--- config.mk ---
export PLATFORM = sky130hd
export DESIGN_NAME = rp_top
export DESIGN_NICKNAME = d
export VERILOG_FILES = /design/src/common/rp_ctrl_pkg.sv /design/src/common/rp_sample_pkg.sv /design/src/capture/capture_buffer.sv /design/src/hw/adc_frontend.sv /design/src/hw/dac_output.sv /design/src/hw/pdm_dac.sv /design/src/hw/rp_top.sv
export SDC_FILE = /design/constraint.sdc
export NUM_CORES = 1
export LEC_CHECK = 0
export BUFFER_PORTS_ARGS = -buffer_cell sky130_fd_sc_hd__buf_2
export CORE_MARGIN = 2
export CORE_UTILIZATION = 64
export CTS_BUF_LIST = sky130_fd_sc_hd__clkbuf_8
export CTS_CLUSTER_DIAMETER = 200
export DETAILED_ROUTE_END_ITERATION = 16
export PLACE_DENSITY = 0.79
export SETUP_SLACK_MARGIN = 0.4
export SYNTH_ARGS = -nofsm -noshare
export SYNTH_HDL_FRONTEND = slang
export SYNTH_SLANG_ARGS = --single-unit
--- constraint.sdc ---
create_clock -name adc_clk -period 4.4 [get_ports adc_clk]
set_clock_uncertainty 0.2 [all_clocks]
set_input_delay 0.88 -clock adc_clk [delete_from_list [all_inputs] [get_ports adc_clk]]
set_output_delay 0.88 -clock adc_clk [all_outputs]
set_load 0.02 [all_outputs]
--- src/common/rp_ctrl_pkg.sv ---
////////////////////
// control package
// loop select and capture state encodings,
// capture depth and PDM constants
////////////////////

package rp_ctrl_pkg;

  // per channel source of the capture stream
  typedef enum logic {
    LOOP_ADC = 1'b0,
    LOOP_GEN = 1'b1
  } loop_sel_e;

  // capture sequence
  typedef enum logic [1:0] {
    CAP_IDLE = 2'd0,
    CAP_ACQ  = 2'd1,
    CAP_DONE = 2'd2
  } cap_state_e;

  // samples per channel and matching address width
  localparam int unsigned CAP_DEPTH = 32;
  localparam int unsigned CAP_AW    = 5;

  // PDM outputs
  localparam int unsigned      PDM_CHN   = 4;
  localparam int unsigned      PDM_W     = 8;
  localparam logic [PDM_W-1:0] PDM_RANGE = 8'd255;

endpackage : rp_ctrl_pkg

--- src/common/rp_sample_pkg.sv ---
////////////////////
// sample package
// widths, sample types and channel counts
// of the analog data path
////////////////////

package rp_sample_pkg;

  ////////////////////
  // channel counts
  ////////////////////

  // two ADC inputs on the board
  localparam int unsigned NUM_ADC_CH = 2;
  // two generator channels on one DAC bus
  localparam int unsigned NUM_DAC_CH = 2;

  ////////////////////
  // sample widths
  ////////////////////

  // ADC word, lowest bits unused on 14-bit parts
  localparam int unsigned ADC_W = 16;
  // DAC word
  localparam int unsigned DAC_W = 14;
  // generator to ADC scale in the loop path
  localparam int unsigned LOOP_SHIFT = 2;

  // two's complement samples
  typedef logic signed [ADC_W-1:0] adc_sample_t;
  typedef logic signed [DAC_W-1:0] dac_sample_t;

  // offset midscale, zero output voltage
  localparam logic [DAC_W-1:0] DAC_RESET_CODE = {1'b0, {(DAC_W-1){1'b1}}};

endpackage : rp_sample_pkg

--- src/capture/capture_buffer.sv ---
////////////////////
// capture buffer
// arm, acquire and done sequence that fills
// a per channel sample memory, with a
// registered read port by address
////////////////////

`timescale 1ns/1ps

module capture_buffer (
  input  logic                                                       adc_clk,
  input  logic                                                       top_rst,
  // sample stream, one sample per channel each cycle
  input  rp_sample_pkg::adc_sample_t [rp_sample_pkg::NUM_ADC_CH-1:0] samp_i,
  // start of a capture
  input  logic                                                       arm_i,
  // readout
  input  logic                                                       rd_ch_i,
  input  logic [rp_ctrl_pkg::CAP_AW-1:0]                             rd_addr_i,
  output rp_sample_pkg::adc_sample_t                                 rd_dat_o,
  // capture complete
  output logic                                                       done_o
);

  ////////////////////
  // control
  ////////////////////

  rp_ctrl_pkg::cap_state_e         state_q;
  logic [rp_ctrl_pkg::CAP_AW-1:0]  waddr_q;
  logic                            wr_en;
  logic                            wr_last;

  // write every cycle while acquiring
  assign wr_en   = (state_q == rp_ctrl_pkg::CAP_ACQ);
  // last address of the capture
  assign wr_last = (int'(waddr_q) == rp_ctrl_pkg::CAP_DEPTH - 1);

  always_ff @(posedge adc_clk, posedge top_rst) begin
    if (top_rst) begin
      state_q <= rp_ctrl_pkg::CAP_IDLE;
      waddr_q <= '0;
    end else begin
      case (state_q)
        rp_ctrl_pkg::CAP_IDLE,
        rp_ctrl_pkg::CAP_DONE: begin
          // arm restarts from address zero
          if (arm_i) begin
            state_q <= rp_ctrl_pkg::CAP_ACQ;
            waddr_q <= '0;
          end
        end
        rp_ctrl_pkg::CAP_ACQ: begin
          // arm is ignored here
          waddr_q <= waddr_q + 1'b1;
          if (wr_last) begin
            state_q <= rp_ctrl_pkg::CAP_DONE;
          end
        end
        default: begin
          state_q <= rp_ctrl_pkg::CAP_IDLE;
        end
      endcase
    end
  end

  // high from the cycle after the last write until the next arm
  assign done_o = (state_q == rp_ctrl_pkg::CAP_DONE);

  ////////////////////
  // sample memory
  ////////////////////

  rp_sample_pkg::adc_sample_t mem [rp_sample_pkg::NUM_ADC_CH][rp_ctrl_pkg::CAP_DEPTH];

  always_ff @(posedge adc_clk) begin
    if (wr_en) begin
      for (int c = 0; c < rp_sample_pkg::NUM_ADC_CH; c++) begin
        mem[c][waddr_q] <= samp_i[c];
      end
    end
  end

  // one cycle read latency
  always_ff @(posedge adc_clk) begin
    rd_dat_o <= mem[rd_ch_i][rd_addr_i];
  end

endmodule : capture_buffer

--- src/hw/adc_frontend.sv ---
////////////////////
// ADC front end
// registers the ADC words, converts the
// negative slope offset code to two's
// complement and selects the loop source
////////////////////

`timescale 1ns/1ps

module adc_frontend (
  input  logic                                                      adc_clk,
  input  logic                                                      top_rst,
  // raw ADC words
  input  logic [rp_sample_pkg::NUM_ADC_CH-1:0][rp_sample_pkg::ADC_W-1:0] adc_dat_i,
  // generator samples for the loop path
  input  logic [rp_sample_pkg::NUM_DAC_CH-1:0][rp_sample_pkg::DAC_W-1:0] gen_dat_i,
  // per channel loop select
  input  logic [rp_sample_pkg::NUM_ADC_CH-1:0]                      loop_sel_i,
  // converted sample stream, valid every cycle
  output rp_sample_pkg::adc_sample_t [rp_sample_pkg::NUM_ADC_CH-1:0] samp_o
);

  ////////////////////
  // input registers
  ////////////////////

  // raw pin words, kept as offset code
  logic [rp_sample_pkg::ADC_W-1:0] adc_raw [rp_sample_pkg::NUM_ADC_CH];
  // generator words
  rp_sample_pkg::dac_sample_t      gen_q   [rp_sample_pkg::NUM_DAC_CH];
  // loop select, aligned with the data stage
  rp_ctrl_pkg::loop_sel_e          loop_q  [rp_sample_pkg::NUM_ADC_CH];

  always_ff @(posedge adc_clk) begin
    for (int c = 0; c < rp_sample_pkg::NUM_ADC_CH; c++) begin
      adc_raw[c] <= adc_dat_i[c];
    end
    for (int c = 0; c < rp_sample_pkg::NUM_DAC_CH; c++) begin
      gen_q[c] <= gen_dat_i[c];
    end
  end

  ////////////////////
  // convert and select
  ////////////////////

  for (genvar i = 0; i < rp_sample_pkg::NUM_ADC_CH; i++) begin : g_ch
    rp_sample_pkg::adc_sample_t adc_conv;
    rp_sample_pkg::adc_sample_t gen_scaled;

    always_ff @(posedge adc_clk, posedge top_rst) begin
      if (top_rst) begin
        loop_q[i] <= rp_ctrl_pkg::LOOP_ADC;
      end else begin
        loop_q[i] <= rp_ctrl_pkg::loop_sel_e'(loop_sel_i[i]);
      end
    end

    // negative slope, keep sign bit and flip the rest
    assign adc_conv = {adc_raw[i][rp_sample_pkg::ADC_W-1], ~adc_raw[i][rp_sample_pkg::ADC_W-2:0]};

    // sign extend to ADC width, then scale up
    assign gen_scaled = {{(rp_sample_pkg::ADC_W - rp_sample_pkg::DAC_W){gen_q[i][rp_sample_pkg::DAC_W-1]}},
                         gen_q[i]} << rp_sample_pkg::LOOP_SHIFT;

    // second stage, selected sample
    always_ff @(posedge adc_clk) begin
      if (loop_q[i] == rp_ctrl_pkg::LOOP_GEN) begin
        samp_o[i] <= gen_scaled;
      end else begin
        samp_o[i] <= adc_conv;
      end
    end
  end : g_ch

endmodule : adc_frontend

--- src/hw/dac_output.sv ---
////////////////////
// DAC output
// registers the generator samples, converts
// them to offset code and interleaves both
// channels on one bus
////////////////////

`timescale 1ns/1ps

module dac_output (
  input  logic                                                      adc_clk,
  input  logic                                                      top_rst,
  // generator samples, two's complement
  input  logic [rp_sample_pkg::NUM_DAC_CH-1:0][rp_sample_pkg::DAC_W-1:0] gen_dat_i,
  // interleaved DAC bus
  output logic [rp_sample_pkg::DAC_W-1:0]                           dac_dat_o,
  // low for channel 0, high for channel 1
  output logic                                                      dac_sel_o
);

  ////////////////////
  // sample registers
  ////////////////////

  rp_sample_pkg::dac_sample_t       gen_q    [rp_sample_pkg::NUM_DAC_CH];
  logic [rp_sample_pkg::DAC_W-1:0]  dac_code [rp_sample_pkg::NUM_DAC_CH];
  logic                             sel_nxt;

  always_ff @(posedge adc_clk) begin
    for (int c = 0; c < rp_sample_pkg::NUM_DAC_CH; c++) begin
      gen_q[c] <= gen_dat_i[c];
    end
  end

  // offset code with negative slope
  for (genvar i = 0; i < rp_sample_pkg::NUM_DAC_CH; i++) begin : g_code
    assign dac_code[i] = {gen_q[i][rp_sample_pkg::DAC_W-1], ~gen_q[i][rp_sample_pkg::DAC_W-2:0]};
  end : g_code

  ////////////////////
  // interleave
  ////////////////////

  // select for the coming cycle
  assign sel_nxt = ~dac_sel_o;

  // bus data follows the select on the same edge
  always_ff @(posedge adc_clk, posedge top_rst) begin
    if (top_rst) begin
      dac_sel_o <= 1'b0;
      dac_dat_o <= rp_sample_pkg::DAC_RESET_CODE;
    end else begin
      dac_sel_o <= sel_nxt;
      dac_dat_o <= dac_code[sel_nxt];
    end
  end

endmodule : dac_output

--- src/hw/pdm_dac.sv ---
////////////////////
// PDM DAC
// first order pulse density modulators
// with a fixed range of 255
////////////////////

`timescale 1ns/1ps

module pdm_dac (
  input  logic                                                        adc_clk,
  input  logic                                                        top_rst,
  // output levels, 0 to 255
  input  logic [rp_ctrl_pkg::PDM_CHN-1:0][rp_ctrl_pkg::PDM_W-1:0]     pdm_lvl_i,
  // pulse outputs
  output logic [rp_ctrl_pkg::PDM_CHN-1:0]                             pdm_o
);

  for (genvar i = 0; i < rp_ctrl_pkg::PDM_CHN; i++) begin : g_ch
    // accumulator stays below the range
    logic [rp_ctrl_pkg::PDM_W-1:0] acc_q;
    // one extra bit for the carry
    logic [rp_ctrl_pkg::PDM_W:0]   sum;
    logic [rp_ctrl_pkg::PDM_W:0]   sub;
    logic                          hit;

    assign sum = {1'b0, acc_q} + {1'b0, pdm_lvl_i[i]};
    assign sub = sum - {1'b0, rp_ctrl_pkg::PDM_RANGE};
    // sum reached the range, emit a pulse
    assign hit = (sum >= {1'b0, rp_ctrl_pkg::PDM_RANGE});

    always_ff @(posedge adc_clk, posedge top_rst) begin
      if (top_rst) begin
        acc_q    <= '0;
        pdm_o[i] <= 1'b0;
      end else begin
        pdm_o[i] <= hit;
        // wrap by the range, not by 256
        if (hit) begin
          acc_q <= sub[rp_ctrl_pkg::PDM_W-1:0];
        end else begin
          acc_q <= sum[rp_ctrl_pkg::PDM_W-1:0];
        end
      end
    end
  end : g_ch

endmodule : pdm_dac

--- src/hw/rp_top.sv ---
////////////////////
// board top level
// ADC capture path, DAC interleave and
// PDM outputs in the ADC clock domain
////////////////////

`timescale 1ns/1ps

module rp_top (
  input  logic                                                          adc_clk,
  input  logic                                                          top_rst,
  // ADC pins
  input  logic [rp_sample_pkg::NUM_ADC_CH-1:0][rp_sample_pkg::ADC_W-1:0] adc_dat_i,
  // generator samples
  input  logic [rp_sample_pkg::NUM_DAC_CH-1:0][rp_sample_pkg::DAC_W-1:0] gen_dat_i,
  // per channel DAC to ADC loop
  input  logic [rp_sample_pkg::NUM_ADC_CH-1:0]                          loop_sel_i,
  // capture control and readout
  input  logic                                                          arm_i,
  input  logic                                                          rd_ch_i,
  input  logic [rp_ctrl_pkg::CAP_AW-1:0]                                rd_addr_i,
  output rp_sample_pkg::adc_sample_t                                    rd_dat_o,
  output logic                                                          done_o,
  // DAC pins
  output logic [rp_sample_pkg::DAC_W-1:0]                               dac_dat_o,
  output logic                                                          dac_sel_o,
  // PDM levels and outputs
  input  logic [rp_ctrl_pkg::PDM_CHN-1:0][rp_ctrl_pkg::PDM_W-1:0]       pdm_lvl_i,
  output logic [rp_ctrl_pkg::PDM_CHN-1:0]                               pdm_o
);

  ////////////////////
  // ADC capture path
  ////////////////////

  // converted samples into the capture memory
  rp_sample_pkg::adc_sample_t [rp_sample_pkg::NUM_ADC_CH-1:0] samp;

  adc_frontend u_adc_frontend (
    .adc_clk    (adc_clk   ),
    .top_rst    (top_rst   ),
    .adc_dat_i  (adc_dat_i ),
    .gen_dat_i  (gen_dat_i ),
    .loop_sel_i (loop_sel_i),
    .samp_o     (samp      )
  );

  capture_buffer u_capture_buffer (
    .adc_clk    (adc_clk   ),
    .top_rst    (top_rst   ),
    .samp_i     (samp      ),
    .arm_i      (arm_i     ),
    .rd_ch_i    (rd_ch_i   ),
    .rd_addr_i  (rd_addr_i ),
    .rd_dat_o   (rd_dat_o  ),
    .done_o     (done_o    )
  );

  ////////////////////
  // DAC and PDM
  ////////////////////

  // single rate interleave, one channel per cycle
  dac_output u_dac_output (
    .adc_clk    (adc_clk   ),
    .top_rst    (top_rst   ),
    .gen_dat_i  (gen_dat_i ),
    .dac_dat_o  (dac_dat_o ),
    .dac_sel_o  (dac_sel_o )
  );

  pdm_dac u_pdm_dac (
    .adc_clk    (adc_clk   ),
    .top_rst    (top_rst   ),
    .pdm_lvl_i  (pdm_lvl_i ),
    .pdm_o      (pdm_o     )
  );

endmodule : rp_top

==> reports/qor_table.md, run 1 <==
| Metric | Value |
| --- | --- |
| Result of the run | completed |
| Maximum number of pins on one net before global-route repair | 52 |
| Insertion delay of the later-clocked pin in the worst-skew pair | 0.82 ns |
| Number of synthesized register bits | 1192 |
| Via total after detailed routing | 23100 |
| Register area share after synthesis | 75.2% |
| Clock Pin Slew Worst Setup and Hold Paths | 0.07 ns |
| Fraction of final layout cells sized beyond drive strength 1 | 31.8% |
| Half-perimeter wire length after detailed placement | 59200 um |
| Minimum clock period after layout | 3.33 ns |
| Core Area | 71100 um^2 |
| DR DRC count | 0 |
| Maximum buffer depth of the clock tree | 3 |
| Clock tree from TritonCTS | done |
| Int Pwr | 20.1 mW |
| Average detailed-routed wire length per instance | 28.0 um |
| Cell count after synthesis | 2137 |
| Share of async-settable or async-resettable flops after synthesis | 5.03% |
| Critical Path Start Type | flop |
| Maximum clock rate | 300 MHz |
| DRT Pass-1 Iters | 7 |
| Sequential power share | 51.3% |
| Die Footprint | 73700 um^2 |
| Post-Synthesis Cell Area | 45800 um^2 |
| Number of setup buffers added after CTS | 0 |
| Number of antenna violations at the first check in global routing | 6 |
| Number of failing hold endpoints at the final stage | 0 |
| Power share of the combinational group | 17.8% |
| Net Switching | 7.61 mW |
| Nets@finish | 2641 |
| Post-Synthesis Net Count | 2285 |
| Sinks on the clock net | 1192 |
| Synth cell types | 78 |
| Most common cell after layout, fill and taps aside | edfxtp_1 |
| Transition time of the tightest slew-check pin | 1.29 ns |
| Via/cell ratio | 6.44 |
| Top area cells in the synthesized netlist | edfxtp_1, mux4_2, dfxtp_1 |
| Number of rows in the core area | 98 |
| Peak fanout along the critical path | 22 |
| Share of total power consumed by net switching | 27.4% |
| Number of buffers created by CTS | 175 |
| Routability congestion estimate | 0.824 |
| First DRT Iteration DRCs | 2587 |
| Lkg Pwr | 17.9 nW |
| Port-buffer cells | 138 |
| Unrepaired setup endpoints after global routing | no |
| Most used flip-flop cell after synthesis | edfxtp_1 |
| Class of the worst hold path | in -> async |
| Required @ worst endpoint | 4.62 ns |
| Capturing element type of the critical path | flop |
| Synth top area share | 67.1% |
| Final slew viol count | 0 |
| Highest-count cells in the layout ignoring fill and taps | edfxtp_1, mux4_2, clkbuf_8 |
| Max rail drop VDD | 0.000436 V |
| Max-capacitance violation count | 0 |
| Cells resized by post-CTS repair | 0 |
| Vias in the first global route | 24200 |
| Final setup vio count | 0 |
| Area added between synthesis and finish | 14.2% |
| Worst Path Arrival | 3.56 ns |
| Sum Neg Setup Slack | 0 ns |
| Starting density of the core | 64.4% |
| Largest area contributor in the synthesized netlist | edfxtp_1 |
| Number of flops mapped to enable cells by yosys | 1024 |
| Power per cell area | 530 nW/um^2 |
| GR Util All Layers | 28.1% |
| Critical Path, Cell by Cell | nor2b_1 -> nand2_1 -> nor2_4 -> buf_4 |
| Root Buffer | clkbuf_8 |
| Power share of the clock group | 30.9% |
| Die width | 272 um |
| Count of boundary I/O pins | 139 |
| H-tree Lvls | 4 |
| Cell with the largest stage delay on the worst path | nand2_1 |
| Worst slew slack as a fraction of its limit | 13.7% |
| Final routed wirelength across all metal layers | 101000 um |
| Overall power | 27.7 mW |
| Number of warnings issued by yosys | 0 |
| Final period utilization | 75.8% |
| Avg Synthesized Cell Area | 21.4 um^2 |
| Wire length of the first global-routing pass | 150000 um |
| Crit path kind | reg -> reg |
| Worst stage delay on the critical path | 0.65 ns |
| Height of the chip | 272 um |
| Total overflow reported by the global router | 0 |
| Fill cell total of the finished layout | 3799 |
| Remaining number of nets flagged by the antenna check after routing | 0 |
## final cells by class
cell class	instances	area (um^2)	area share, %
clock buffer	205	2820	5.39
clock inverter	112	617	1.18
tap	950	1190	2.27
antenna	3	7.51	0.0144
timing repair buffer	270	2070	3.96
multi-input combinational	806	11000	21.0
sequential	1192	34400	65.8
inverter	48	180	0.344
## worst max-delay path: cells and delay by family, from the launching register on
family	cells	cell delay, ns
DFF	1	0.44
buffers and inverters	1	0.53
and+or+nand+nor	3	1.75
## logic make-up after synthesis
| kind of cell | share of synthesized area, % |
|---|---|
| xor gates and xnor gates | 0.344 |
| DFF | 75.2 |
| muxes | 16.9 |
| and+or+nand+nor | 2.30 |
| buffers and inverters | 1.36 |
| adders and majority gates | 1.29 |
| AOI/OAI and AO/OA | 2.60 |
## Yosys cell counts, drive strengths merged, types with 7 or more instances
cell    instances
a21oi          30
inv            48
clkbuf         35
nor3b           9
o21ai          32
mux2            9
xor2           13
edfxtp       1024
nor2           70
nand2          37
a211oi         16
nor3            9
a22oi          16
mux2i          44
ha             41
dfstp          13
mux4          320
buf            56
nand2b          9
a21o            7
nor2b          13
dfrtp          47
dfxtp         108
nand3          13
o22ai          18
## path summary, 6_finish.rpt
kind / from / slack [ns] / cells past startpoint / end
min in group adc_clk: arm_i / 0.18 / 3 / u_capture_buffer.state_q[0]
hold reg to reg: u_adc_frontend.gen_q[0][0] / 0.21 / 1 / u_dac_output.dac_dat_o[0]
setup / recovery: u_capture_buffer.state_q[0] / 1.07 / 4 / u_capture_buffer.mem[1][5]
hold / removal: top_rst / 0.14 / 2 / u_pdm_dac.pdm_o[2]
max in group asynchronous: top_rst / 2.96 / 3 / u_dac_output.dac_dat_o[1]
setup reg to reg: u_capture_buffer.state_q[0] / 1.07 / 4 / u_capture_buffer.mem[1][5]
## per-layer routing
metal	vias to the layer above	track usage (%)	wire length (um)
met2	1309	45.4	50500
met3	171	6.75	9520
li1	9630	-	-
met4	4	9.20	2470
met5	-	0	31
met1	12000	38.6	38100
## per-stage QoR
stage / instance area (um^2) / worst slack [ns] / hold slack [ns] / std cells / utilization [%]
5_1_grt: 52300 / 0.937 / 0.144 / 3585 / 73.6
3_5_place_dp: 48200 / 0.769 / 0.188 / 3204 / 67.8
2_1_floorplan: 45800 / 0.993 / 0.163 / 2137 / -
4_1_cts: 52300 / 1.10 / 0.104 / 3583 / 73.5
6_report: 52300 / 1.07 / 0.141 / 3586 / 73.6
3_3_place_gp: 48200 / 0.792 / 0.188 / 3204 / 67.8
## registers in the layout, indices dropped and copies added (netlist names), 2 cells and up
register / cells
u_adc_frontend.adc_raw: 32
u_adc_frontend.gen_q: 28
u_adc_frontend.loop_q: 2
u_adc_frontend.samp_o: 32
u_capture_buffer.mem: 1024
u_capture_buffer.rd_dat_o: 16
u_capture_buffer.state_q: 2
u_capture_buffer.waddr_q: 5
u_dac_output.dac_dat_o: 14
u_pdm_dac.g_ch.acc_q: 32
u_pdm_dac.pdm_o: 4
## power groups by stage
stage / logic [mW] / clock network (mW) / registers, mW
after global placement: 4.65 / 0 / 14.3
after detailed placement: 4.85 / 0 / 14.4
final: 4.93 / 8.55 / 14.2
after floorplan: 3.35 / 0 / 14.2
after global routing: 5.36 / 9.16 / 14.3
after CTS: 4.91 / 8.68 / 14.2
## timing repair
action,CTS,global route
hold endpoints to repair,62,0
hold buffers,62,0
setup endpoints to repair,0,0
(Power assumes the default switching activity.)
==> run 2, diff against run 1 <==
Settings changed: CORE_UTILIZATION 64 to 58, PLACE_DENSITY 0.79 to 0.75.
Clock period 4.4 ns to 2.7 ns, I/O delays scaled along.
==> run 2 against run 1 <==
The run now ends with setup timing left. Combinational power rose by 140%. Cell count increased by 9.6%. Sequential cell count is the same. Fmax grew 19%. Sequential share of layout area shrank 3.3 points. Hold slack got worse by 0.066 ns. Utilization down 3.5 points. Highest routed layer unchanged. Design area grew 5.3%. Routed wire length up 3.1%.
==> reports/qor_table.md, run 2 (synthesis results as in run 1) <==
| Metric | Value | Delta |
| --- | --- | --- |
| Dpl cells | 3487 | was 3204 |
| Nets@finish | 2874 | was 2641 |
| Class of the worst hold path | in -> reg | was in -> async |
| Clock Pin Slew Worst Setup and Hold Paths | 0.07 ns | about the same |
| Routability congestion estimate | 0.846 | was 0.824 |
| Core Area | 78600 um^2 | was 71100 um^2 |
| Area added between synthesis and finish | 20.3% | was 14.2% |
| Net Switching | 13.9 mW | was 7.61 mW |
| Power share of the clock group | 28.8% | was 30.9% |
| Final routed wirelength across all metal layers | 104000 um | was 101000 um |
| Die width | 285 um | was 272 um |
| Die Footprint | 81200 um^2 | was 73700 um^2 |
| Total overflow reported by the global router | 0 | unchanged |
| DRT Pass-1 Iters | 5 | was 7 |
| H-tree Lvls | 4 | unchanged |
| Seq. cell area | 34400 um^2 | about the same |
| Height of the chip | 285 um | was 272 um |
| Int Pwr | 34.9 mW | was 20.1 mW |
| Number of buffers created by CTS | 179 | was 175 |
| Final slew viol count | 0 | unchanged |
| Power share of the combinational group | 24.2% | was 17.8% |
| Place WS | -0.456 ns | was 0.769 ns |
| Clock tree from TritonCTS | done | unchanged |
| Post-route worst setup slack | -0.0985 ns | was 1.07 ns |
| Top register by number of flip-flops | u_capture_buffer.mem | unchanged |
| Sequential power share | 47.0% | was 51.3% |
| Maximum clock rate | 357 MHz | was 300 MHz |
| Via/cell ratio | 6.09 | was 6.44 |
| Highest-count cells in the layout ignoring fill and taps | edfxtp_1, mux4_2, buf_4 | was edfxtp_1, mux4_2, clkbuf_8 |
| Power per cell area | 885 nW/um^2 | was 530 nW/um^2 |
| Transition time of the tightest slew-check pin | 1.15 ns | was 1.29 ns |
| Number of failing hold endpoints at the final stage | 0 | unchanged |
| First DRT Iteration DRCs | 2488 | was 2587 |
| Result of the run | finished, violations left | was completed |
| Worst slew slack as a fraction of its limit | 23.3% | was 13.7% |
| Sum Neg Setup Slack | -0.557 ns | was 0 ns |
| Share of total power consumed by net switching | 28.5% | was 27.4% |
| Required @ worst endpoint | 3.21 ns | was 4.62 ns |
| Starting density of the core | 58.3% | was 64.4% |
| Number of antenna violations at the first check in global routing | 4 | was 6 |
| Final cell count without fillers | 3929 | was 3586 |
| Max rail drop VDD | 0.000845 V | was 0.000436 V |
| Wire length of the first global-routing pass | 156000 um | was 150000 um |
| Number of rows in the core area | 103 | was 98 |
| Final period utilization | 104% | was 75.8% |
| Critical Path Start Type | flop | unchanged |
| Port-buffer cells | 138 | unchanged |
| GR Util All Layers | 25.9% | was 28.1% |
| Capturing element type of the critical path | flop | unchanged |
| Final setup vio count | 11 | was 0 |
| Count of boundary I/O pins | 139 | unchanged |
| Half-perimeter wire length after detailed placement | 61900 um | was 59200 um |
| Unrepaired setup endpoints after global routing | yes | was no |
| Crit path kind | reg -> reg | unchanged |
| Critical Path, Cell by Cell | ha_4 -> fa_2 -> a211oi_4 -> nor2_2 -> or4_4 -> a31o_4 -> a41o_4 -> mux2_4 | was nor2b_1 -> nand2_1 -> nor2_4 -> buf_4 |
| Maximum buffer depth of the clock tree | 3 | unchanged |
| Vias in the first global route | 25400 | was 24200 |
| Flip-flop count of the largest register after layout | 1024 | unchanged |
| Delay-heaviest family, CP | compound AO/OA/AOI/OAI gates | was simple AND/OR/NAND/NOR gates |
| Average detailed-routed wire length per instance | 26.4 um | was 28.0 um |
| Fill cell total of the finished layout | 4606 | was 3799 |
| Via total after detailed routing | 23900 | was 23100 |
| Minimum clock period after layout | 2.80 ns | was 3.33 ns |
| Maximum number of pins on one net before global-route repair | 61 | was 52 |
| DR DRC count | 0 | unchanged |
| Lkg Pwr | 19.2 nW | was 17.9 nW |
| Fraction of final layout cells sized beyond drive strength 1 | 39.6% | was 31.8% |
| Worst Path Arrival | 3.31 ns | was 3.56 ns |
| Insertion delay of the later-clocked pin in the worst-skew pair | 0.84 ns | was 0.82 ns |
| Buf/Inv on CP | 0 | was 1 |
| Remaining number of nets flagged by the antenna check after routing | 0 | unchanged |
| Violations in the final reports | setup timing |  |
| Peak fanout along the critical path | 3 | was 22 |
| Cell with the largest stage delay on the worst path | or4_4 | was nand2_1 |
| Area of the multi-input gates | 11500 um^2 | was 11000 um^2 |
| Root Buffer | clkbuf_8 | unchanged |
| Most common cell after layout, fill and taps aside | edfxtp_1 | unchanged |
| Sinks on the clock net | 1192 | unchanged |
| Worst stage delay on the critical path | 0.43 ns | was 0.65 ns |
| Max-capacitance violation count | 0 | unchanged |
## run 2: changes by cell type in the layout (fill, tap and decap cells not counted), moves of 10 or more
cell	delta
buf_4	+185
buf_6	+27
buf_12	+21
clkbuf_8	-18
clkinv_2	+17
clkinv_1	+16
o21ai_0	-13
buf_2	-11
a21oi_1	-10
## run 2: what timing repair did
action | CTS | global route
resized for setup | 80 | 48
setup endpoints to repair | 370 | 257
hold endpoints to repair | 134 | 0
hold buffers | 69 | 0
buffers inserted | 23 | 16
pin swaps | 44 | 30
## run 2: cell type report
class / count / area share, %
repair buffers: 499 / 7.62
diodes: 1 / 0.00454
clock inverters: 146 / 1.56
inverters: 48 / 0.327
flip-flops and latches: 1192 / 62.5
well taps: 1050 / 2.38
multi-input cells: 806 / 20.9
clock buffers: 187 / 4.67
## run 2: power by group through the flow
stage                     clock network, mW  logic (mW)  registers [mW]
after floorplan                           0        5.96            23.2
after global placement                    0        9.76            23.1
after detailed placement                  0        10.1            23.3
after CTS                              14.3        11.0            22.9
after global routing                   15.1        12.6            23.1
final                                  14.0        11.8            22.9
## run 2: worst reg2reg max path: stages, from the launching register on
cell      delay, ns
dfrtp_1        0.40
ha_4           0.17
fa_2           0.37
a211oi_4       0.24
nor2_2         0.08
or4_4          0.43
a31o_4         0.25
a41o_4         0.26
mux2_4         0.29
## run 2: path summary, 6_finish.rpt
| kind | start | end | slack [ns] | cells past startpoint |
|---|---|---|---|---|
| max in group asynchronous | top_rst | u_dac_output.dac_dat_o[1] | 1.77 | 4 |
| min in group asynchronous | top_rst | u_pdm_dac.g_ch[1].acc_q[0] | 0.17 | 4 |
| min reg2reg | u_adc_frontend.adc_raw[0][1] | u_adc_frontend.samp_o[1] | 0.18 | 1 |
| max reg2reg | u_pdm_dac.g_ch[3].acc_q[0] | u_pdm_dac.g_ch[3].acc_q[1] | -0.1 | 8 |
| max | u_pdm_dac.g_ch[3].acc_q[0] | u_pdm_dac.g_ch[3].acc_q[1] | -0.1 | 8 |
| min | pdm_lvl_i[9] | u_pdm_dac.g_ch[1].acc_q[1] | 0.08 | 3 |
## run 2: per-stage QoR
| step | power, mW | area [um^2] | hold WS [ns] | utilization [%] |
|---|---|---|---|---|
| after floorplan | 29.1 | 46200 | 0.163 | - |
| after global placement | 32.9 | 50100 | 0.171 | 63.8 |
| after detailed placement | 33.4 | 50100 | 0.169 | 63.8 |
| after CTS | 48.2 | 54800 | 0.000965 | 69.7 |
| after global routing | 50.7 | 55100 | 0.0429 | 70.1 |
| final | 48.8 | 55100 | 0.0751 | 70.1 |
## run 2: per-layer routing
metal	GRT usage (%)	vias up	routed length [um]
li1	-	10100	-
met1	34.8	12500	40100
met2	43.7	1141	53600
met3	5.56	150	8010
met4	6.96	4	1930
met5	0	-	27
